==> src/hdl/icache_pkg.sv <==
package icache_pkg;

    //////////////////////////////////////////////////////////////////////
    // cache geometry
    //////////////////////////////////////////////////////////////////////

    // 16 sets
    localparam int index_width = 4;

    // 4 words per line
    localparam int offset_width = 2;

    localparam int num_ways = 2;
    localparam int num_sets = 1 << index_width;

    // address bits above index, offset and byte select
    localparam int tag_width = 32 - 2 - index_width - offset_width;

    // whole refill line
    localparam int line_width = 32 * (1 << offset_width);

    //////////////////////////////////////////////////////////////////////
    // request opcodes and controller states
    //////////////////////////////////////////////////////////////////////

    typedef enum logic [0:0] {
        op_fetch       = 1'b0,
        // clears both ways of the set at the address index
        op_index_inval = 1'b1
    } op_e;

    typedef enum logic [2:0] {
        s_idle      = 3'd0,
        s_lookup    = 3'd1,
        s_miss_req  = 3'd2,
        s_miss_wait = 3'd3,
        s_respond   = 3'd4,
        s_inval     = 3'd5
    } ctrl_state_e;

endpackage

==> src/hdl/icache_req_stage.sv <==
module icache_req_stage (
    input  logic               clk,
    input  logic               rst,
    input  logic               load,
    input  logic [31:0]        req_addr,
    input  icache_pkg::op_e    req_op,
    output logic [31:0]        held_addr,
    output icache_pkg::op_e    held_op
);

    // address is payload, no reset needed
    always_ff @(posedge clk) begin
        if (load) begin
            held_addr <= req_addr;
        end
    end

    // opcode returns to a plain fetch after reset
    always_ff @(posedge clk) begin
        if (rst) begin
            held_op <= icache_pkg::op_fetch;
        end else if (load) begin
            held_op <= req_op;
        end
    end

endmodule

==> config.mk <==
export PLATFORM = sky130hd
export DESIGN_NAME = icache_req_stage
export DESIGN_NICKNAME = d
export VERILOG_FILES = /design/src/hdl/icache_pkg.sv /design/src/hdl/icache_req_stage.sv
export SDC_FILE = /design/constraint.sdc
export NUM_CORES = 1
export LEC_CHECK = 0
export ABC_AREA = 1
export BUFFER_PORTS_ARGS = -buffer_cell sky130_fd_sc_hd__buf_2
export CAP_MARGIN = 30
export CORE_ASPECT_RATIO = 0.6
export CORE_UTILIZATION = 42
export CTS_CLUSTER_SIZE = 20
export DETAILED_ROUTE_END_ITERATION = 10
export PLACE_DENSITY = 0.87
export SETUP_SLACK_MARGIN = 0.05
export SLEW_MARGIN = 20
export SYNTH_ARGS = -nofsm -noshare
export SYNTH_HDL_FRONTEND = slang
export SYNTH_SLANG_ARGS = --single-unit
==> constraint.sdc <==
create_clock -name clk -period 1.39 [get_ports clk]
set_input_delay 0.0695 -clock clk [delete_from_list [all_inputs] [get_ports clk]]
set_output_delay 0.0695 -clock clk [all_outputs]
set_load 0.03 [all_outputs]
==> After elaboration in Yosys (flattened, before gate mapping) <==
Cells that the tools add are included.
{ "totals": {"inputBits": 36, "register_bits": 33} }

==> Depth between registers and ports, before layout <==
Gate-level depths: netlist of the first run.
{ "logic_depth": {"depth_word": 0, "mapped_depth": 4, "depth_no_buf": 4} }

==> Worst setup path before layout of the first run <==
No wires, ideal clock.
{ "synth_timing": {"path_kind": "reg-to-reg", "start": "register, netlist name held_op", "end": "register held_op", "required_ps": 1328, "setup_slack_ps": 658, "stages_incl_launch_ff": 3, "setup_ps": 62, "t_arrival_ps": 670, "period_less_slack_ps": 732, "path_cell_list": "dfxtp_1 > nor2_1 > nor2_2"} }
{ "synth_lines": {"columns": ["element", "line", "rtl"], "rows": [
  ["end signal, assigned", "icache_req_stage.sv:21", "held_op <= icache_pkg::op_fetch;"],
  ["end signal, assigned", "icache_req_stage.sv:23", "held_op <= req_op;"],
  ["end, declared", "icache_req_stage.sv:8", "output icache_pkg::op_e held_op"]
]} }

==> Worst setup path after layout of the first run <==
{ "layout_timing": {"start": "register held_addr[15]", "end": "output port held_addr[15]"} }
{ "layout_lines": {"columns": ["element", "line", "rtl"], "rows": [
  ["start, declared", "icache_req_stage.sv:7", "output logic [31:0] held_addr,"],
  ["start signal, assigned", "icache_req_stage.sv:14", "held_addr <= req_addr;"]
]} }
No word-level cell between the ends.

==> impl_results.md, run 1 <==
* Maximum level of the CTS H-tree at 2
* Count of nets after finishing at 183
* Die Height at around 40 um
* Die area at around 0.0026 mm2
* Routability Congestion at 0.642
* Clock insertion delay at the later pin of the skew report at 0.27 ns
* Number of distinct library cell variants in the gate-level netlist after synthesis at 6
* Critical Path RT at between 1 and 1.5 ns
* RSZ-0062 raised after global routing: no
* Clock net sink count at 33
* Number of setup buffers added after CTS at 0
* Clock Tree Buf Depth at 2
* Worst voltage drop across the vdd grid at between 900 and 1000 uV
* Post-layout util at 82.7%
* Post-route clock period utilization at between 60% and 70%
* Number of maximum-capacitance violations at 0
* Remaining global-route overflow at 0
* Post-synthesis sequential area ratio at 97.5%
* Initial core utilization at a little under half
* Antenna Cells at 0
* Delay-heaviest family, CP: flip-flops
* Max-slew headroom at roughly four fifths
* Fraction of power consumed by sequential logic at about half
* Cell internal power dissipation at approximately 1.9 mW
* Number of antenna violations at the first check in global routing at 0
* Crit path DAT at 0.84 ns
* Leakage power at roughly 0.81 nW
* Sort of element at the end of the critical path: output pin
* Drt via density at around 4.2
* Clock slew at the register clock pins of the worst setup and hold paths at around 0.06 ns
* Maximum number of pins on one net before global-route repair at 23
* Post-Synthesis Net Count at 75
* Post-route antenna net violation count at 0
* Crit-path max cell delay at approximately 0.37 ns
* Switching power total at 0.557 mW
* Min cycle time layout at a little over 0.9 ns
* # DRC at 0
* Synthesized area per cell at 25.8 um2
* Worst Path Class, Setup: reg -> out
* Number of top-level design ports at ~70
* DRC violation total after the first TritonRoute iteration at 25
* Setup skew after layout at 0 ns
* Core outline area at 0.00221 mm2
* Number of slew-limit violations in the final report at 0
* Drt wl/cell at 12.0 um
* First-pass GRT wire length at between 2000 and 3000 um
* Path class of the lowest-slack min-delay path: in -> reg
* Result of the run: complete, no violations
* Final setup violation count at 0
* Post-synthesis register bit count at 33
* Number of hold violations in the final report at 0
* PwrDens at 1320 mW/mm2
* Critical path cell sequence: buf_2
* Via count of the first global-routing pass at 669
* Number of standard cells after synthesis at 39
* Sum of negative setup slack at 0 ns
* Switching share of total power at ~23%
* Buffers plus inverters on the worst setup path at 1
* Total power after layout at 2.41 mW
* Number of CTS-inserted buffers at 5
* Power share of the combinational group at 15.6%
* P&R area growth vs syn at 82.0%
* Overall Global Routing Usage at around 17%
* Post-layout instance area at ~0.0018 mm2
* Std-Cell Rows at 13
* Startpoint type of the worst setup path: register
* Highest clock frequency the design can meet at ~1.1 GHz
* Slew of the pin with the lowest slew margin at between 0.3 and 0.4 ns
* Cell area reported after detailed placement at roughly 0.0014 mm2
* Vias at between 700 and 800
* Ys Warns at 0
* Root buffer selected by CTS: sky130_fd_sc_hd__clkbuf_8
* Count of instances resized after the clock tree is built at 0
* Total wirelength of the detailed-routed design at between 2000 and 2500 um
* Die span in x at 65.2 um
* Share of power burned in the clock network at a little over a third
* Crit path max-delay cell type: sky130_fd_sc_hd__edfxtp_1
* Share of cells above drive strength 1 at between 50% and 60%
* Cell area after synthesis at about 0.0010 mm2
* Max Fanout on Critical Path at 1
* Detailed-placement wirelength estimate at around 1200 um
* Number of iterations in the first detailed-routing pass at 3
* TritonCTS clock tree: done
* Total of buffers placed on input and output ports at approximately 70
==> worst paths after layout <==
check | cells past startpoint | end | from | slack, ns
hold / removal | 4 | held_op$_SDFFE_PP0P_ | rst | 0.04
setup / recovery | 1 | held_addr[15] | held_addr[15]$_DFFE_PP_ | 0.48
setup reg to reg | 2 | held_op$_SDFFE_PP0P_ | held_op$_SDFFE_PP0P_ | 0.81
hold reg to reg | 2 | held_op$_SDFFE_PP0P_ | held_op$_SDFFE_PP0P_ | 0.50
==> cell type report <==
type | instances | area, um2
sequential | 33 | 981
clock inverter | 2 | 33.8
tap | 30 | 37.5
inverter | 2 | 7.51
multi-input combinational | 4 | 17.5
timing repair buffer | 101 | 681
clock buffer | 6 | 72.6
fill | 130 | 382
==> cells by family (layout without fill, tap and decap cells) <==
family | after synthesis | after routing | synth area share, %
buffers and inverters | 2 | 111 | 0.747
and+or+nand+nor | 4 | 4 | 1.74
DFF | 33 | 33 | 97.5
==> layer usage <==
| layer | wire length, um | global-route usage, % | vias up |
|---|---|---|---|
| met3 | 238 | 8.72 | 0 |
| met4 | 0 | 9.78 | 0 |
| met5 | 0 | 0 | - |
| met1 | 897 | 16.5 | 333 |
| met2 | 994 | 30.2 | 45 |
| li1 | - | - | 362 |
==> worst reg2reg max path, cell delays in order (launching register included) <==
cell and delay (ns):
sky130_fd_sc_hd__dfxtp_1 0.31, sky130_fd_sc_hd__nor2_1 0.12, sky130_fd_sc_hd__nor2_2 0.05
==> power by group through the flow <==
| stage | combinational (mW) | clock (mW) | sequential, mW |
|---|---|---|---|
| 4_1_cts | 0.377 | 0.863 | 1.19 |
| 3_5_place_dp | 0.307 | 0 | 1.21 |
| 2_1_floorplan | 0.00492 | 0 | 1.38 |
| 3_3_place_gp | 0.303 | 0 | 1.21 |
| 6_report | 0.378 | 0.841 | 1.19 |
| 5_1_grt | 0.399 | 0.890 | 1.20 |
==> metrics by stage <==
stage / hold WS [ns] / std cells / setup slack (ns)
2_1_floorplan: 0.168 / 39 / 0.658
3_3_place_gp: 0.246 / 138 / 0.537
3_5_place_dp: 0.248 / 138 / 0.511
4_1_cts: 0.0336 / 178 / 0.477
5_1_grt: 0.0519 / 178 / 0.454
6_report: 0.0413 / 178 / 0.485
==> flip-flops by register name (all words and copies together) (netlist names) <==
name	count
held_op	1
held_addr	32
==> timing repair <==
item                       in CTS  in global routing
hold endpoints to repair       32                  0
setup endpoints to repair       0                  0
hold buffers                   32                  0
==> layout by cell type (no fill, tap or decap) <==
| cell | count |
|---|---|
| sky130_fd_sc_hd__buf_2 | 68 |
| sky130_fd_sc_hd__edfxtp_1 | 32 |
| sky130_fd_sc_hd__dlygate4sd3_1 | 32 |
| sky130_fd_sc_hd__clkbuf_8 | 5 |
| sky130_fd_sc_hd__inv_1 | 2 |
| sky130_fd_sc_hd__nand2_1 | 2 |
| sky130_fd_sc_hd__nor2_1 | 1 |
| sky130_fd_sc_hd__nor2_2 | 1 |
| sky130_fd_sc_hd__bufinv_16 | 1 |
| sky130_fd_sc_hd__clkinv_1 | 1 |
| sky130_fd_sc_hd__clkbuf_1 | 1 |
| sky130_fd_sc_hd__dfxtp_1 | 1 |
| sky130_fd_sc_hd__buf_12 | 1 |
==> cells in the mapped netlist (all sizes together) <==
master | number | area, um2
dfxtp | 1 | 20.0
inv | 2 | 7.51
nand2 | 2 | 7.51
nor2 | 2 | 10.0
edfxtp | 32 | 961
Power figures use the tool's default switching activity.
==> inputs of run 2 (changes only) <==
CORE_UTILIZATION = 39   (was 42)
PLACE_DENSITY = 0.82   (was 0.87)
clock period = 0.9 ns   (was 1.39 ns; I/O delays follow)
==> run 2 against run 1 <==
Against the previous run:
- global-route usage up 8.1 points
- setup slack worse by 0.48 ns
- critical path type unchanged
- hold slack worse by 0.019 ns
- first-iteration DRC count up 72%
- critical path depth unchanged
- non-clock buffer count up 1
- largest cell class unchanged
- utilization up 5.9 points
- combinational power up 98%
- die area up 7.4%
- clock-buffer cell count down 1
==> impl_results.md, run 2 (same netlist as run 1, synthesis figures left out) <==
* Cell area reported after detailed placement at 0.00142 mm2 (+1.4%)
* Layer with the highest usage after global routing: met2
* Highest clock frequency the design can meet at approximately 1.1 GHz
* Number of setup buffers added after CTS at 0 (unchanged)
* Number of inserted filler cells in the final layout at 103 (-21%)
* Die area at 0.00279 mm2 (+7.4%)
* Largest registers in the final layout: held_addr: 32 flops, held_op: 1 flops
* Most used cells in the layout excluding fill and tap cells: sky130_fd_sc_hd__buf_2, sky130_fd_sc_hd__buf_6, sky130_fd_sc_hd__edfxtp_1, sky130_fd_sc_hd__dlygate4sd3_1, sky130_fd_sc_hd__clkbuf_8
* Critical path depth at 1 (unchanged)
* Worst Path Class, Setup: reg -> out
* Number of hold violations in the final report at 0 (unchanged)
* Clock Tree Buf Depth at 2 (unchanged)
* Routability Congestion at 0.653 (+1.7%)
* Total wirelength of the detailed-routed design at 3090 um (+45%)
* Reg with most FFs: held_addr
* Die Height at 41.3 um (+3.6%)
* Hold depth at 4 (unchanged)
* Worst voltage drop across the vdd grid at 1530 uV (+68%)
* Share of cells above drive strength 1 at 52.3% (+1.0 points)
* Post-layout instance area at 0.00203 mm2 (+11%)
* Number of antenna violations at the first check in global routing at 0 (unchanged)
* Crit path DAT at 0.85 ns (about the same)
* Via count of the first global-routing pass at 847 (+27%)
* Number of top-level design ports at 69 (unchanged)
* Share of power burned in the clock network at 28.0% (-6.8 points)
* P&R area growth vs syn at 102%
* First-pass GRT wire length at 4260 um (+51%)
* Leakage power at 0.875 nW (+8.5%)
* Core outline area at 0.00229 mm2 (+3.7%)
* Std-Cell Rows at 13 (unchanged)
* Maximum level of the CTS H-tree at 2 (unchanged)
* Vias at 794 (+7.3%)
* Setup skew after layout at 0 ns (unchanged)
* Min cycle time layout at around 0.89 ns
* TritonCTS clock tree: done
* Power share of the combinational group at 20.5% (+4.9 points)
* Maximum number of pins on one net before global-route repair at 19 (-17%)
* Total power after layout at 3.66 mW (+52%)
* Buffers plus inverters on the worst setup path at 1 (unchanged)
* Count of non-filler cells in the finished layout at 179 (+0.56%)
* Number of slew-limit violations in the final report at 0 (unchanged)
* Number of maximum-capacitance violations at 0 (unchanged)
* Slew of the pin with the lowest slew margin at 0.118 ns (-0.189 ns)
* Max Fanout on Critical Path at 1 (unchanged)
* Crit-path max cell delay at 0.41 ns (+0.04 ns)
* Count of nets after finishing at 184 (+0.55%)
* Post-route clock period utilization at 99.1%
* Number of CTS-inserted buffers at 5 (unchanged)
* Root buffer selected by CTS: sky130_fd_sc_hd__clkbuf_8
* Switching share of total power at 25.8% (+2.7 points)
* RSZ-0062 raised after global routing: yes
* Flip-flop count of the largest register, all copies and words added at 32 (unchanged)
* Result of the run: complete, no violations
* Total of buffers placed on input and output ports at 68 (unchanged)
* Initial core utilization at 43.9% (-1.6 points)
* Critical Path RT at 0.85 ns (-0.47 ns)
* Remaining global-route overflow at 0 (unchanged)
* Post-route antenna net violation count at 0 (unchanged)
* Met3 capacity usage during global routing at 10.6% (+1.9 points)
* Max-slew headroom at 92.1% (+13 points)
* Critical path cell sequence: buf_6
* Startpoint type of the worst setup path: register
* Crit path max-delay cell type: sky130_fd_sc_hd__edfxtp_1
* Delay-heaviest family, CP: flip-flops
* Detailed-placement wirelength estimate at 1430 um (+17%)
* Path class of the lowest-slack min-delay path: in -> reg
* Sort of element at the end of the critical path: output pin
* Drt via density at 4.44 (+6.7%)
* Overall Global Routing Usage at 25.0% (+8.1 points)
* Leading cell type in the layout, fill and taps excluded: sky130_fd_sc_hd__buf_2
* Fraction of power consumed by sequential logic at 51.5% (+2.0 points)
* Worst r2r path cells at 2 (unchanged)
* Placed insts at 139 (+0.72%)
* Final hold slack at 0.0224 ns (-0.0189 ns)
* Antenna Cells at 0 (unchanged)
* Final setup violation count at 0 (unchanged)
* Clock net sink count at 33 (unchanged)
* PwrDens at 1800 mW/mm2 (+37%)
* Die span in x at 67.6 um (+3.7%)
* Routing usage on met1 at 23.2% (+6.7 points)
* Number of iterations in the first detailed-routing pass at 4 (+1)
* Switching power total at 0.945 mW (+70%)
* Cell internal power dissipation at 2.72 mW (+46%)
* Clock insertion delay at the later pin of the skew report at 0.27 ns (about the same)
* Global-route track usage on met2 at 52.0% (+22 points)
* DRC violation total after the first TritonRoute iteration at 43 (+72%)
* Drt wl/cell at 17.3 um (+44%)
* Clock slew at the register clock pins of the worst setup and hold paths at 0.07 ns (about the same)
* # DRC at 0 (unchanged)
-- run 2: cell type report --
class	instances	area [um2]	share of cell area, %
sequential	33	982	48.3
timing repair buffer	102	907	44.6
clock buffer	5	68.8	3.38
tap	30	37.5	1.85
multi-input combinational	4	17.5	0.862
clock inverter	3	12.5	0.615
inverter	2	7.51	0.369
-- run 2: repair_timing --
item | CTS | global route
cloned | 0 | 0
endpoints found under the setup margin | 32 | 33
hold buffers | 32 | 0
hold endpoints to repair | 32 | 0
gates resized for setup | 63 | 5
-- run 2: per-stage QoR --
| stage | TNS [ns] | setup slack, ns | util, % |
|---|---|---|---|
| floorplan | 0 | 0.168 | - |
| global placement | 0 | 0.256 | 62.1 |
| detailed placement | 0 | 0.245 | 62.1 |
| CTS | 0 | 0.0193 | 88.2 |
| global route | -0.122 | -0.0216 | 88.7 |
| finish | 0 | 0.00834 | 88.7 |
-- run 2: final timing paths --
check | slack [ns] | from | to
setup / recovery | 0.008 | held_addr[28]$_DFFE_PP_ | held_addr[28]
setup reg to reg | 0.28 | held_op$_SDFFE_PP0P_ | held_op$_SDFFE_PP0P_
hold / removal | 0.02 | rst | held_op$_SDFFE_PP0P_
hold reg to reg | 0.53 | held_op$_SDFFE_PP0P_ | held_op$_SDFFE_PP0P_
-- run 2: power groups by stage --
stage | Combinational (mW) | Clock, mW | Sequential [mW]
floorplan | 0.00761 | 0 | 2.13
global placement | 0.480 | 0 | 1.87
detailed placement | 0.490 | 0 | 1.88
CTS | 0.726 | 1.03 | 1.88
global route | 0.782 | 1.12 | 1.89
finish | 0.750 | 1.03 | 1.89
-- run 2: metal layers --
metal	vias to the layer above	wire, um
li1	365	-
met2	51	1690
met4	0	70
met1	371	1110
met3	7	224
met5	-	0
==> inputs of run 3 (changes only) <==
RECOVER_POWER = 50   (was unset)
==> run 3 against run 2 <==
Against the previous run:
- routed wire length grew 0.68%
- sequential share of layout area rose by 0.75 points
- non-clock buffer count unchanged
- hold slack got worse by 0.0012 ns
- die area stayed put
- setup slack improved by 0.00052 ns
- combinational power shrank 2%
- clock skew did not move
- critical path depth is the same
- register-to-register slack about the same
- clock-buffer cell count is the same
==> impl_results.md, run 3 (same netlist as run 1, synthesis figures left out) <==
* Result of the run: complete, no violations
* Setup skew after layout at 0 ns (unchanged)
* Die span in x at 67.6 um (unchanged)
* Worst voltage drop across the vdd grid at 1530 uV (+0.51%)
* Crit path max-delay cell type: sky130_fd_sc_hd__edfxtp_1
* Leading cell type in the layout, fill and taps excluded: sky130_fd_sc_hd__buf_2
* Critical Path RT at 0.85 ns (about the same)
* Maximum number of pins on one net before global-route repair at 19 (unchanged)
* Number of maximum-capacitance violations at 0 (unchanged)
* Post-route antenna net violation count at 0 (unchanged)
* Die area at 0.00279 mm2 (unchanged)
* Final setup violation count at 0 (unchanged)
* Highest clock frequency the design can meet at 1.12 GHz (about the same)
* Maximum level of the CTS H-tree at 2 (unchanged)
* Number of antenna violations at the first check in global routing at 0 (unchanged)
* Slew of the pin with the lowest slew margin at 0.442 ns (+0.323 ns)
* Antenna Cells at 0 (unchanged)
* Cell area reported after detailed placement at 0.00142 mm2 (unchanged)
* Clock net sink count at 33 (unchanged)
* Std-Cell Rows at 13 (unchanged)
* Area used by sequential logic in the layout at 982 um2 (unchanged)
* PwrDens at 1820 mW/mm2 (+1.2%)
* Reg with most FFs: held_addr
* Share of cells above drive strength 1 at 51.7% (-0.67 points)
* Flip-flop count of the largest register, all copies and words added at 32 (unchanged)
* Worst Path Class, Setup: reg -> out
* Clock insertion delay at the later pin of the skew report at 0.27 ns (about the same)
* Vias at 790 (-0.50%)
* Initial core utilization at 43.9% (unchanged)
* Sum of negative setup slack at 0 ns (unchanged)
* Number of iterations in the first detailed-routing pass at 4 (unchanged)
* Total power after layout at 3.65 mW (-0.39%)
* # DRC at 0 (unchanged)
* Overall Global Routing Usage at 25.0% (unchanged)
* Max-slew headroom at 70.5% (-22 points)
* P&R area growth vs syn at 99.0%
* Post-layout util at 87.3% (-1.4 points)
* Via count of the first global-routing pass at 847 (unchanged)
* Path class of the lowest-slack min-delay path: in -> reg
* Crit-path max cell delay at 0.41 ns (about the same)
* Total of buffers placed on input and output ports at 68 (unchanged)
* Number of hold violations in the final report at 0 (unchanged)
* Routability Congestion at 0.653 (unchanged)
* Crit path DAT at 0.85 ns (about the same)
* Delay-heaviest family, CP: flip-flops
* Max Fanout on Critical Path at 1 (unchanged)
* Leakage power at 0.862 nW (-1.5%)
* Die Height at 41.3 um (unchanged)
* Detailed-placement wirelength estimate at 1430 um (unchanged)
* Startpoint type of the worst setup path: register
* Number of inserted filler cells in the final layout at 108 (+4.9%)
* Post-layout instance area at 0.00200 mm2 (-1.5%)
* Post-route clock period utilization at 99.0% (about the same)
* Clock slew at the register clock pins of the worst setup and hold paths at 0.07 ns (about the same)
* DRC violation total after the first TritonRoute iteration at 50 (+16%)
* Number of top-level design ports at 69 (unchanged)
* RSZ-0062 raised after global routing: yes
* Critical path cell sequence: buf_6
* Sort of element at the end of the critical path: output pin
* Core outline area at 0.00229 mm2 (unchanged)
* Area of combinational cells with multiple inputs at 17.5 um2 (unchanged)
* TritonCTS clock tree: done
* Clock Tree Buf Depth at 2 (unchanged)
* Count of non-filler cells in the finished layout at 179 (unchanged)
* Placed insts at 139 (unchanged)
* Most used cells in the layout excluding fill and tap cells: sky130_fd_sc_hd__buf_2, sky130_fd_sc_hd__buf_6, sky130_fd_sc_hd__edfxtp_1, sky130_fd_sc_hd__dlygate4sd3_1, sky130_fd_sc_hd__clkbuf_8
* Root buffer selected by CTS: sky130_fd_sc_hd__clkbuf_8
* Number of slew-limit violations in the final report at 0 (unchanged)
* Total wirelength of the detailed-routed design at 3110 um (+0.68%)
* Drt via density at 4.41 (-0.50%)
* Remaining global-route overflow at 0 (unchanged)
* Number of CTS-inserted buffers at 5 (unchanged)
* First-pass GRT wire length at 4260 um (unchanged)
* Largest registers in the final layout: held_addr: 32 flops, held_op: 1 flops
* Min cycle time layout at 0.891 ns (-0.000516 ns)
* Count of nets after finishing at 184 (unchanged)
* Buffers plus inverters on the worst setup path at 1 (unchanged)
* Drt wl/cell at 17.4 um (+0.68%)
[run 3: final timing paths]
kind	cells past startpoint	from	slack (ns)	endpoint
setup / recovery	1	held_addr[28]$_DFFE_PP_	0.009	held_addr[28]
hold / removal	4	rst	0.02	held_op$_SDFFE_PP0P_
setup reg to reg	2	held_op$_SDFFE_PP0P_	0.28	held_op$_SDFFE_PP0P_
hold reg to reg	2	held_op$_SDFFE_PP0P_	0.53	held_op$_SDFFE_PP0P_
[run 3: stage by stage]
step / hold slack, ns / setup WS, ns
2_1_floorplan: 0.144 / 0.168
5_1_grt: 0.0281 / -0.0216
3_3_place_gp: 0.222 / 0.256
3_5_place_dp: 0.223 / 0.245
6_report: 0.0212 / 0.00885
4_1_cts: 0.0150 / 0.0193
[run 3: metal layers]
layer / wire (um) / up-vias / global-route usage, %
met3: 232 / 7 / 10.6
met5: 0 / - / 0
li1: - / 364 / -
met1: 1110 / 370 / 23.2
met4: 70 / 0 / 6.91
met2: 1700 / 49 / 52.0
[run 3: layout make-up]
cell class                      count  share of cell area (%)
Tap cell                           30                    1.88
Clock inverter                      3                   0.625
Timing Repair Buffer              102                    43.8
Inverter                            2                   0.375
Multi-Input combinational cell      4                   0.875
Sequential cell                    33                    49.1
Clock buffer                        5                    3.44
[run 3: power breakdown]
group	switching (mW)	internal [mW]
logic	0.374	0.360
registers	0.0636	1.82
clock network	0.508	0.520
total	0.945	2.70
[run 3: timing repair]
item / 4_1_cts / 5_1_grt
endpoints found under the setup margin: 32 / 33
setup buffers: 0 / 0
hold buffers: 32 / 0
gates resized for setup: 63 / 5
pin swaps: 0 / 0
hold endpoints to repair: 32 / 0
