## config.mk

```make
export PLATFORM = sky130hd
export DESIGN_NAME = icache_tag_array
export DESIGN_NICKNAME = d
export VERILOG_FILES = /design/src/hdl/icache_pkg.sv /design/src/hdl/icache_tag_array.sv
export SDC_FILE = /design/constraint.sdc
export NUM_CORES = 1
export LEC_CHECK = 0
export ABC_CLOCK_PERIOD_IN_PS = 6400
export BUFFER_PORTS_ARGS = -buffer_cell sky130_fd_sc_hd__buf_2
export CAP_MARGIN = 25
export CORE_MARGIN = 5
export CORE_UTILIZATION = 50
export DETAILED_ROUTE_END_ITERATION = 12
export GPL_TIMING_DRIVEN = 0
export PLACE_DENSITY_LB_ADDON = 0.1
export SLEW_MARGIN = 0
export SYNTH_ARGS = -nofsm -noshare
export SYNTH_HDL_FRONTEND = slang
export SYNTH_SLANG_ARGS = --single-unit
```

## constraint.sdc

```tcl
create_clock -name clk -period 6.4 [get_ports clk]
set_clock_uncertainty 0.15 [all_clocks]
set_input_delay 1.28 -clock clk [delete_from_list [all_inputs] [get_ports clk]]
set_output_delay 1.28 -clock clk [all_outputs]
set_load 0.01 [all_outputs]
```

## src/hdl/icache_pkg.sv

```systemverilog
package icache_pkg;

    //////////////////////////////////////////////////////////////////////
    // cache geometry
    //////////////////////////////////////////////////////////////////////

    // 16 sets
    localparam int index_width = 4;

    // 4 words per line
    localparam int offset_width = 2;

    localparam int num_ways = 2;
    localparam int num_sets = 1 << index_width;

    // address bits above index, offset and byte select
    localparam int tag_width = 32 - 2 - index_width - offset_width;

    // whole refill line
    localparam int line_width = 32 * (1 << offset_width);

    //////////////////////////////////////////////////////////////////////
    // request opcodes and controller states
    //////////////////////////////////////////////////////////////////////

    typedef enum logic [0:0] {
        op_fetch       = 1'b0,
        // clears both ways of the set at the address index
        op_index_inval = 1'b1
    } op_e;

    typedef enum logic [2:0] {
        s_idle      = 3'd0,
        s_lookup    = 3'd1,
        s_miss_req  = 3'd2,
        s_miss_wait = 3'd3,
        s_respond   = 3'd4,
        s_inval     = 3'd5
    } ctrl_state_e;

endpackage

```

## src/hdl/icache_tag_array.sv

```systemverilog
module icache_tag_array (
    input  logic                             clk,
    input  logic                             rst,
    input  logic [icache_pkg::index_width-1:0] rd_index,
    input  logic [icache_pkg::tag_width-1:0] cmp_tag,
    output logic [icache_pkg::num_ways-1:0]  hit,
    input  logic                             wr_en,
    input  logic [icache_pkg::index_width-1:0] wr_index,
    input  logic [icache_pkg::tag_width-1:0] wr_tag,
    input  logic                             inval,
    input  logic                             touch,
    input  logic                             touch_way,
    output logic                             victim
);

    logic [icache_pkg::tag_width-1:0] tag_mem [icache_pkg::num_ways][icache_pkg::num_sets];
    logic [icache_pkg::num_ways-1:0][icache_pkg::num_sets-1:0] valid_bits;
    logic [icache_pkg::num_sets-1:0] lru_bits;

    logic [icache_pkg::tag_width-1:0] rd_tag [icache_pkg::num_ways];
    logic [icache_pkg::num_ways-1:0]  rd_valid;

    //////////////////////////////////////////////////////////////////////
    // tag storage and registered read
    //////////////////////////////////////////////////////////////////////

    always_ff @(posedge clk) begin
        for (int w = 0; w < icache_pkg::num_ways; w++) begin
            rd_tag[w]   <= tag_mem[w][rd_index];
            rd_valid[w] <= valid_bits[w][rd_index];
        end
        if (wr_en) begin
            tag_mem[victim][wr_index] <= wr_tag;
        end
    end

    // compare against the held request tag
    always_comb begin
        for (int w = 0; w < icache_pkg::num_ways; w++) begin
            hit[w] = rd_valid[w] && (rd_tag[w] == cmp_tag);
        end
    end

    //////////////////////////////////////////////////////////////////////
    // valid bits and per-set lru
    //////////////////////////////////////////////////////////////////////

    // lru bit names the way to evict next
    assign victim = lru_bits[wr_index];

    always_ff @(posedge clk) begin
        if (rst) begin
            valid_bits <= '0;
            lru_bits   <= '0;
        end else begin
            if (inval) begin
                for (int w = 0; w < icache_pkg::num_ways; w++) begin
                    valid_bits[w][wr_index] <= 1'b0;
                end
            end else if (wr_en) begin
                valid_bits[victim][wr_index] <= 1'b1;
                // freshly filled way becomes most recent
                lru_bits[wr_index]           <= ~victim;
            end
            if (touch) begin
                lru_bits[wr_index] <= ~touch_way;
            end
        end
    end

endmodule

```

---- Word-level counts from Yosys, hierarchy flattened ----
Memory sizes are Yosys's and may differ from the RTL's.
Index checks and enable logic that the tools add are counted.
word-level totals
  flip-flop bits (word level) ............. 50
  latch bits .............................. 0
  memory bits (writable) .................. 816
  memory bits (read-only) ................. 0
  input bits .............................. 62
  output and inout bits ................... 3
  logic and storage cells ................. 58
  memories ................................ 2
cells by class
  add/sub/neg operators ................... 0
  multiply operators ...................... 0
  div/mod/pow operators ................... 0
  $lt $le $gt $ge ......................... 8
  eq/ne operators ......................... 2
  shift-type cells ........................ 0
  muxes and demuxes ....................... 28
  bitwise gates (word level) .............. 8
  reduce and logical (&&, ||, !) cells .... 6
memory list
  memory   words  width  read ports  clocked after memory_dff  write ports  RTL line                source
  tag_mem  2      384    2           0                         1            icache_tag_array.sv:16  logic [icache_pkg::tag_width-1:0] tag_mem [icache_pkg::num_ways][icache_pkg::num_sets];
  rd_tag   2      24     2           0                         2            icache_tag_array.sv:20  logic [icache_pkg::tag_width-1:0] rd_tag [icache_pkg::num_ways];
operators with widths
  kind                                                                   count
  384-bit two-way mux                                                    1
  24-bit binary-select mux with 4-bit select                             2
  24-bit two-way mux                                                     5
  24-bit demux with 4-bit select                                         1
  16-bit two-way mux                                                     5
  32-bit two-way mux                                                     2
  24-bit == test                                                         2
  16-bit AND                                                             2
  16-bit bitwise mux                                                     2
  32-bit bitwise OR                                                      1
  16-bit demux with 1-bit select                                         1
  16-bit inverter                                                        1
  1-bit binary-select mux with 4-bit select                              3
  5-bit >= comparator, second input constant                             2
  4-bit by 5-bit < comparator with 1-bit output, second input constant   2
  4-bit inverter with 5-bit output                                       2
  1-bit logical AND                                                      5
  5-bit by 1-bit < comparator with 1-bit output, second input constant   1
  1-bit two-way mux                                                      5
  1-bit demux with 4-bit select                                          1
  4-bit by 1-bit >= comparator with 1-bit output, second input constant  1
  1-bit by 2-bit < comparator with 1-bit output, second input constant   1
  1-bit inverter                                                         2
  2-bit nonzero test                                                     1
  1-bit >= comparator, second input constant                             1

---- Longest topological paths before layout ----
Gate-level depths: netlist of run 1.
  word-level depth ........................ 10
  depth in mapped cells ................... 7
  gate-level depth less buffers ........... 4

---- Worst setup path before layout of run 1 ----
OpenSTA, ideal clock, no wires.
  path type ............................... in2reg
  start point ............................. input port wr_index[2] (netlist name)
  end point ............................... memory tag_mem[1][360] (netlist name) (enable)
  library setup time ...................... 0.469 ns
  arrival time ............................ 4.249 ns
  required time ........................... 5.781 ns
  path slack .............................. 1.531 ns
  stages .................................. 4
  path buffers ............................ 1
  cells stage by stage .................... clkbuf_1 -> nor2_1 -> nand2_1 -> nor4_1
between the ends
  word-level cells in the longest chain between the ends .. 6
  elaborated cells between the ends (all ways) .. 9
  classes of those cells .................. order compare (2); mux (5); bitwise (1); reduce/logical (1)
RTL lines
  element                                                                                                            RTL line                source
  from (decl)                                                                                                        icache_tag_array.sv:8   input logic [icache_pkg::index_width-1:0] wr_index,
  4-bit inverter with 5-bit output (not written as such)                                                             icache_tag_array.sv:33  tag_mem[victim][wr_index] <= wr_tag;
  5-bit >= comparator (not written as such) / 5-bit by 1-bit < comparator with 1-bit output (equally long branches)  icache_tag_array.sv:33
  1-bit logical AND (not written as such)                                                                            icache_tag_array.sv:33
  24-bit two-way mux (not written as such)                                                                           icache_tag_array.sv:33
  24-bit demux with 4-bit select                                                                                     icache_tag_array.sv:33
  384-bit two-way mux (not written as such)                                                                          icache_tag_array.sv:33
  to (decl)                                                                                                          icache_tag_array.sv:16
Parallel ways exist; a longest one is shown, timed or not. The select of a mux whose other input is x is not followed.

---- Worst setup path in the final report of run 1 ----
  start point ............................. input port cmp_tag[20] (netlist name)
  end point ............................... output port hit[0] (netlist name)
between the ends
  word-level cells in the longest chain between the ends .. 2
RTL lines
  element            RTL line                source
  from (decl)        icache_tag_array.sv:5   input logic [icache_pkg::tag_width-1:0] cmp_tag,
  24-bit == test     icache_tag_array.sv:40  hit[w] = rd_valid[w] && (rd_tag[w] == cmp_tag);
  1-bit logical AND  icache_tag_array.sv:40
  to (decl)          icache_tag_array.sv:6   output logic [icache_pkg::num_ways-1:0] hit,
No other way between the ends.

==> metrics.txt, run 1 <==
initial cell density of the core 0.506; Critical Path AT 3060 ps; element type at the critical path end output pin; DP Area 0.0350 mm²; # diodes 0; RSZ-0062 raised after global routing no; Power Dens Cells 312 mW/mm²; CTS buffer count 87; # IOs 65; register bit total from synthesis 866; hold buffer count at CTS 0; Mean Syn Cell Area 20.7 µm²; CORE AREA 0.0646 mm²; fmax 223 MHz; final period demand of the worst path 4490 ps; CTS root buf clkbuf_16; largest net degree at the start of global routing 33; DP Cell Count 2544; vias in the first global route 17100; worst path required time 4970 ps; most frequent cells in the layout 768 x edfxtp_1, 202 x mux4_2, 103 x a22oi_1; Die H 266 µm; kind of critical path input pin to output pin; layout cell share with drive strength beyond 1 0.272; critical path launch point type input pin; Cells after Synth 1578; routability cong. 0.864; Tcrit/Tclk final 0.701; DR pass1 iterations 5; Switching Power 0.00248 W; die area 0.0705 mm²; die width 266 µm; Max rail drop VDD 0.000224 V; Setup Viol. Count Final 0; Gates resized, CTS repair 0; Clock Path Buffers 3; Internal Dissipation 0.00930 W; Flop pwr share 0.530; Hold Worst Slack 311 ps; register area share after synthesis 0.766; Port Buffers 60; post-route design area 0.0377 mm²; Clk network pwr share 0.420; vias 16500; crit path cell chain buf_2, xor2_1, nor4_1, nand3_1, nor4_1, buf_2; Row Count 93; Remaining DRCs 0; power share of the combinational group 0.050; crit path max fanout 2; H-tree depth 3; Worst-Margin Slew 1040 ps; global-route wire length before repair 118000 µm; initial antenna violation count 1; Synth area leaders edfxtp_1 71%, mux4_2 14%, dfxtp_1 6.0%, a22oi_1 2.4%, nand2_1 0.85%; outcome finished, final reports clean; Leak 12.1 nW; Clock transition at path regs 50 ps; syn nets 1640; worst rel slew slack 0.304; Synth area leader edfxtp_1; Synth Warn # 0; Synth-to-Final Area Change 15.6%; final setup TNS 0 ps; Cell variety after synth 38; routed wire length 81900 µm; Final HPWL DP 55000 µm; CTS sink count 866; Finished Layout Cells 2704; total power 0.0118 W; Antenna Violating Nets Remaining 0; Sw Share 0.211; hold crit path type flop to flop; WL/cell 30.3 µm; critical path's largest stage delay 640 ps; Mapped Area 0.0327 mm²; TritonCTS clock tree yes; aggregate global routing overflow 0; Worst-Skew Late Latency 630 ps; iteration-0 DRC count of the detailed router 1664; slowest CP cell nor4_1; Final nets 1840; vias per inst 6.11; Yosys top cell area share 0.706; total track usage 0.233; most common cell after layout, fill and taps aside edfxtp_1; final number of max-transition violations 0; Setup Fix Bufs, Post-CTS 0; max-cap violation count 0; hold violation count in the final report 0
-- power by group through the flow --
stage / logic (W) / registers (W) / clock network (W)
floorplan: 0.000329 / 0.00636 / 0
global placement: 0.000575 / 0.00636 / 0
detailed placement: 0.000601 / 0.00636 / 0
CTS: 0.000603 / 0.00624 / 0.00502
global route: 0.000639 / 0.00625 / 0.00525
finish: 0.000595 / 0.00624 / 0.00495
-- synthesized netlist by cell type, drive strengths merged --
library cell / instances
buf: 33
nor2: 26
and3: 8
a211oi: 1
nor3b: 2
mux2i: 9
a31oi: 7
edfxtp: 768
o21ai: 1
clkbuf: 61
mux4: 202
nand3b: 2
nand3: 8
a32oi: 9
nor4: 15
o211ai: 9
nor3: 10
nor2b: 8
o2111ai: 3
o32ai: 2
nand2: 74
a31o: 1
dfxtp: 98
nand2b: 4
xnor2: 18
o22ai: 9
and2: 5
or2: 1
a22oi: 103
xor2: 30
a21o: 1
a21oi: 13
nand4: 4
and4: 1
o21a: 32
-- stage by stage --
step | util | setup WS, ps
after CTS | 0.584 | 1860
final | 0.584 | 1910
after global routing | 0.584 | 1760
after global placement | 0.527 | -2810
after floorplan | - | 1530
after detailed placement | 0.541 | 1870
-- layout make-up --
type,count,area (µm²)
sequential,866,25000
tap,855,1070
multi-input combinational,618,7440
timing repair buffer,111,1030
fill,4749,26800
buffer,94,392
clock inverter,36,294
clock buffer,124,2490
-- worst max-delay path: cells and delay by family --
kind	cells	cell delay, ps
and+or+nand+nor	3	1140
xor gates and xnor gates	1	240
buffers and inverters	2	390
-- registers in the layout, indices dropped and copies added (netlist names) --
name,cells
tag_mem,768
rd_tag,48
rd_valid,2
lru_bits,16
valid_bits,32
-- cell families after synthesis --
logic type                share of synthesized area
AOI/OAI and AO/OA                            0.0428
xor gates and xnor gates                     0.0129
and+or+nand+nor                              0.0242
buffers and inverters                        0.0120
DFF                                           0.766
muxes                                         0.142
-- path summary, 6_finish.rpt --
check	start	end	slack (ps)	cells past startpoint
worst max-delay path	cmp_tag[20]	hit[0]	1910	6
worst min-delay path	valid_bits[19]$_SDFFE_PP0P_	valid_bits[19]$_SDFFE_PP0P_	310	1
worst max register to register	lru_bits[0]$_SDFF_PP0_	tag_mem[1][378]$_DFFE_PP_	3830	6
worst min register to register	valid_bits[19]$_SDFFE_PP0P_	valid_bits[19]$_SDFFE_PP0P_	310	1
-- layer usage --
| layer | track usage | wire length (µm) | up-vias |
|---|---|---|---|
| met1 | 0.316 | 32800 | 8801 |
| li1 | - | - | 6979 |
| met3 | 0.0423 | 5540 | 129 |
| met5 | 0 | 0 | - |
| met4 | 0.0668 | 2160 | 0 |
| met2 | 0.394 | 41400 | 607 |
No activity file was read; power rests on OpenSTA's default activity.
==> run 2: changes to the inputs <==
- ABC_CLOCK_PERIOD_IN_PS: 6400 -> 4300
- clock period: 6.4 -> 4.3 ns (I/O delays scaled with it)
==> run 2 against run 1 <==
Largest power group unchanged. Clock power is 52% higher. Sequential power is 49% higher. Global-route usage is 0.11 points higher.
==> metrics.txt, run 2 (synthesis results as in run 1) <==
hold violation count in the final report 0 (unchanged); vias in the first global route 16900 (-0.78%); Synth-to-Final Area Change 15.9%; post-route design area 0.0378 mm² (+0.27%); Clock transition at path regs 60 ps (about the same); aggregate global routing overflow 0 (unchanged); max reg flops 768 (unchanged); Worst-Margin Slew 1040 ps (+5.21 ps); H-tree depth 3 (unchanged); most common cell after layout, fill and taps aside edfxtp_1; Tcrit/Tclk final 0.855; Critical Path AT 2670 ps (-390 ps); critical path's largest stage delay 690 ps (+50 ps); kind of critical path input pin to output pin; Max rail drop VDD 0.000332 V (+48%); Worst-Skew Late Latency 630 ps (about the same); Antenna Violating Nets Remaining 0 (unchanged); Final nets 1838 (-0.11%); RSZ-0062 raised after global routing no; worst rel slew slack 0.305 (about the same); routed wire length 82600 µm (+0.84%); DP Area 0.0350 mm² (about the same); FF+latch area 0.0250 mm² (unchanged); vias per inst 6.15 (+0.68%); die area 0.0705 mm² (unchanged); initial antenna violation count 0 (-1); Fill cells 4730 (-0.40%); iteration-0 DRC count of the detailed router 1852 (+11%); slowest CP cell nor4_1; largest net degree at the start of global routing 33 (unchanged); Row Count 93 (unchanged); Setup Fix Bufs, Post-CTS 0 (unchanged); # IOs 65 (unchanged); initial cell density of the core 0.506 (unchanged); crit path max fanout 2 (unchanged); routability cong. 0.840 (-2.8%); hold crit path type flop to flop; max-cap violation count 0 (unchanged); CTS root buf clkbuf_16; Top Registers tag_mem: 768 flops, rd_tag: 48 flops, valid_bits: 32 flops; Leak 12.1 nW (+0.13%); vias 16600 (+0.72%); final setup TNS 0 ps (unchanged); crit path cell chain buf_2, xor2_1, nor4_1, nand3_1, nor4_1, buf_2; Remaining DRCs 0 (unchanged); final number of max-transition violations 0 (unchanged); DR pass1 iterations 5 (unchanged); outcome finished, final reports clean; largest register by flop count tag_mem; worst path required time 3290 ps (-1680 ps); fmax 272 MHz; element type at the critical path end output pin; CTS sink count 866 (unchanged); Setup Viol. Count Final 0 (unchanged); most frequent cells in the layout 768 x edfxtp_1, 202 x mux4_2, 103 x a22oi_1; # diodes 0 (unchanged); Die H 266 µm (unchanged); CTS buffer count 88 (+1.1%); final period demand of the worst path 3680 ps; multi-input combinational cell area 0.00746 mm² (+0.24%); Final HPWL DP 54800 µm (-0.23%); hold buffer count at CTS 0 (unchanged); layout cell share with drive strength beyond 1 0.268 (-0.00447); total track usage 0.234 (+0.00115); CORE AREA 0.0646 mm² (unchanged); Port Buffers 60 (unchanged); Power Dens Cells 467 mW/mm² (+50%); total power 0.0177 W (+50%); die width 266 µm (unchanged); Gates resized, CTS repair 0 (unchanged); critical path launch point type input pin; TritonCTS clock tree yes; WL/cell 30.5 µm (+0.80%); global-route wire length before repair 119000 µm (+0.63%); Clock Path Buffers 3 (unchanged)
## run 2: per-layer routing
layer / up-vias / GRT usage / share of wire
met5: - / 0 / 0
met4: 0 / 0.0586 / 0.021
met3: 101 / 0.0345 / 0.062
met2: 662 / 0.393 / 0.50
met1: 8898 / 0.330 / 0.41
li1: 6974 / - / -
## run 2: layout make-up
cell class	instances	area share
Clock inverter	26	0.00777
Multi-Input combinational cell	618	0.197
Buffer	94	0.0103
Timing Repair Buffer	108	0.0278
Tap cell	855	0.0283
Clock buffer	138	0.0675
Sequential cell	866	0.661
## run 2: path summary, 6_finish.rpt
kind / start / end / slack [ps] / depth (start not counted)
worst min-delay path: valid_bits[12]$_SDFFE_PP0P_ / valid_bits[12]$_SDFFE_PP0P_ / 320 / 1
worst max register to register: lru_bits[10]$_SDFF_PP0_ / tag_mem[0][187]$_DFFE_PP_ / 1760 / 6
worst min register to register: valid_bits[12]$_SDFFE_PP0P_ / valid_bits[12]$_SDFFE_PP0P_ / 320 / 1
worst max-delay path: cmp_tag[20] / hit[0] / 620 / 6
## run 2: power by group
part / leakage [nW] / internal, W / total [W] / switching (W)
clock network: 1.39 / 0.00440 / 0.00751 / 0.00311
registers: 7.73 / 0.00925 / 0.00930 / 0.0000415
logic: 3.00 / 0.000319 / 0.000889 / 0.000570
## run 2: critical path: cells and delay by family
family / cells / cell delay [ps]
simple gates: 3 / 1160
buf+inv: 2 / 400
xor+xnor: 1 / 240
## run 2: through the flow
| stage | worst slack (ps) | hold WS (ps) | instances | utilization |
|---|---|---|---|---|
| floorplan | 3.62 | 285 | 1578 | - |
| global placement | -4150 | 293 | 2493 | 0.527 |
| detailed placement | 586 | 303 | 2540 | 0.542 |
| CTS | 688 | 318 | 2704 | 0.586 |
| global route | 444 | 334 | 2705 | 0.586 |
| finish | 623 | 315 | 2705 | 0.586 |
==> run 3: changes to the inputs <==
- BUFFER_PORTS_ARGS: -buffer_cell sky130_fd_sc_hd__buf_2 -> -buffer_cell sky130_fd_sc_hd__clkbuf_2
==> run 3 against run 2 <==
Final cell count decreased by 0.11%. Register-to-register slack improved by 70 ps. Combinational power about the same. Power decreased by 1.8%. Count of clock-buffer cells in the layout decreased by 26. Wire length decreased by 0.87%. Fmax decreased by 0.66%. Worst hold slack got worse by 1.6 ps. Core utilization decreased by 0.22 points. Largest cell class unchanged. Highest routed layer unchanged.
==> metrics.txt, run 3 (synthesis results as in run 1) <==
most frequent cells in the layout 768 x edfxtp_1, 202 x mux4_2, 103 x a22oi_1; layout cell share with drive strength beyond 1 0.266 (-0.00198); kind of critical path input pin to output pin; aggregate global routing overflow 0 (unchanged); met1 wire length 32900 µm (-3.7%); routed wire length 81800 µm (-0.87%); routability cong. 0.867 (+3.2%); slowest CP cell nor4_1; Worst setup startpoint cmp_tag[20]; worst rel slew slack 0.238 (-0.0670); Gates resized, CTS repair 0 (unchanged); initial antenna violation count 0 (unchanged); worst path required time 3290 ps (about the same); total power 0.0174 W (-1.8%); Clock Path Buffers 3 (unchanged); Leak 12.1 nW (-0.41%); met3 wire length 5810 µm (+14%); Die H 266 µm (unchanged); outcome finished, final reports clean; hold path startpoint valid_bits[5]$_SDFFE_PP0P_; Bufs and invs on worst path 2 (unchanged); Worst-Margin Slew 1140 ps (+100 ps); vias per inst 6.13 (-0.38%); Setup Viol. Count Final 0 (unchanged); global-route wire length before repair 118000 µm (-1.3%); TritonCTS clock tree yes; Worst-Skew Late Latency 630 ps (about the same); Setup Fix Bufs, Post-CTS 0 (unchanged); die width 266 µm (unchanged); max reg flops 768 (unchanged); vias in the first global route 16900 (-0.14%); RSZ-0062 raised after global routing no; vias 16600 (-0.49%); Top Registers tag_mem: 768 flops, rd_tag: 48 flops, valid_bits: 32 flops; Place WS 615 ps (+28.9 ps); H-tree depth 3 (unchanged); hold depth 1 (unchanged); die area 0.0705 mm² (unchanged); CORE AREA 0.0646 mm² (unchanged); CTS sink count 866 (unchanged); top layer in use met4; initial cell density of the core 0.506 (unchanged); element type at the critical path end output pin; PnR worst setup slack 598 ps (-24.5 ps); Final HPWL DP 54800 µm (about the same); CTS root buf clkbuf_16; total track usage 0.232 (-0.00266); register-to-register setup slack 1830 ps (+70 ps); DR pass1 iterations 5 (unchanged); largest net degree at the start of global routing 33 (unchanged); final number of max-transition violations 0 (unchanged); Finished Core Util 0.584 (-0.00217); hold violation count in the final report 0 (unchanged); WL/cell 30.3 µm (-0.76%); Remaining DRCs 0 (unchanged); FF-to-FF End tag_mem[1][230]$_DFFE_PP_; Tcrit/Tclk final 0.861 (+0.00570); Critical Path AT 2690 ps (+20 ps); Synth-to-Final Area Change 15.4%; Power Dens Cells 461 mW/mm² (-1.4%); Max rail drop VDD 0.000315 V (-5.0%); iteration-0 DRC count of the detailed router 1678 (-9.4%); final period demand of the worst path 3700 ps (+24.5 ps); CTS buffer count 86 (-2.3%); fmax 270 MHz (-0.66%); Hold EP valid_bits[5]$_SDFFE_PP0P_; critical path's largest stage delay 730 ps (+40 ps); Final nets 1837 (-0.054%); critical path launch point type input pin; Largest delay share family, worst path simple AND/OR/NAND/NOR gates; largest register by flop count tag_mem; Antenna Violating Nets Remaining 0 (unchanged); # IOs 65 (unchanged); R2R cell count 5 (-1); crit path cell chain clkbuf_2, xor2_1, nor4_1, nand3_1, nor4_1, clkbuf_2; wire length on met2 41400 µm (-0.33%); max-cap violation count 0 (unchanged); crit path max fanout 2 (unchanged); Clock transition at path regs 60 ps (about the same); most common cell after layout, fill and taps aside edfxtp_1; Fill cells 4703 (-0.57%); Port Buffers 60 (unchanged); Row Count 93 (unchanged); reg-to-reg startpoint lru_bits[4]$_SDFF_PP0_; hold buffer count at CTS 0 (unchanged); hold crit path type flop to flop
[run 3: changes by cell type in the layout (fill, tap and decap cells not counted), moves of 3 or more]
cell      change
buf_2        -60
clkbuf_2     +59
clkbuf_1     -14
clkinv_1     +14
clkbuf_8      -8
clkinv_2      +7
buf_6         +4
buf_8         -3
[run 3: cell type report]
type / instances / area (µm²) / area share
multi-input cells: 618 / 7460 / 0.198
flip-flops and latches: 866 / 25000 / 0.664
clock inverters: 46 / 367 / 0.00972
well taps: 855 / 1070 / 0.0284
diodes: 2 / 5.00 / 0.000133
repair buffers: 109 / 1060 / 0.0281
clock buffers: 112 / 2330 / 0.0618
plain buffers: 94 / 392 / 0.0104
[run 3: layer usage]
layer,global-route usage,up-vias
met4,0.0598,0
met1,0.320,8825
li1,-,6980
met2,0.389,635
met3,0.0424,114
met5,0,-
[run 3: power breakdown]
part | switching [W] | total (W) | internal (W)
Combinational | 0.000569 | 0.000886 | 0.000318
Clock | 0.00308 | 0.00720 | 0.00412
Sequential | 0.0000409 | 0.00930 | 0.00926
Total | 0.00368 | 0.0174 | 0.0137
[run 3: worst max-delay path by stage]
stage / to / slack, ps / cells after the start
floorplan: tag_mem[0][264]$_DFFE_PP_ / 4 / 4
global placement: tag_mem[1][283]$_DFFE_PP_ / -4110 / 5
detailed placement: tag_mem[1][117]$_DFFE_PP_ / 610 / 5
CTS: hit[0] / 660 / 6
global route: hit[0] / 600 / 6
finish: hit[0] / 600 / 6
[run 3: stage by stage]
step / cell area, µm² / cells / TNS, ps / hold slack (ps)
2_1_floorplan: 32700 / 1578 / 0 / 285
3_3_place_gp: 34000 / 2493 / -833310 / 292
3_5_place_dp: 35000 / 2541 / 0 / 301
4_1_cts: 37700 / 2699 / 0 / 315
5_1_grt: 37700 / 2700 / 0 / 327
6_report: 37700 / 2702 / 0 / 314
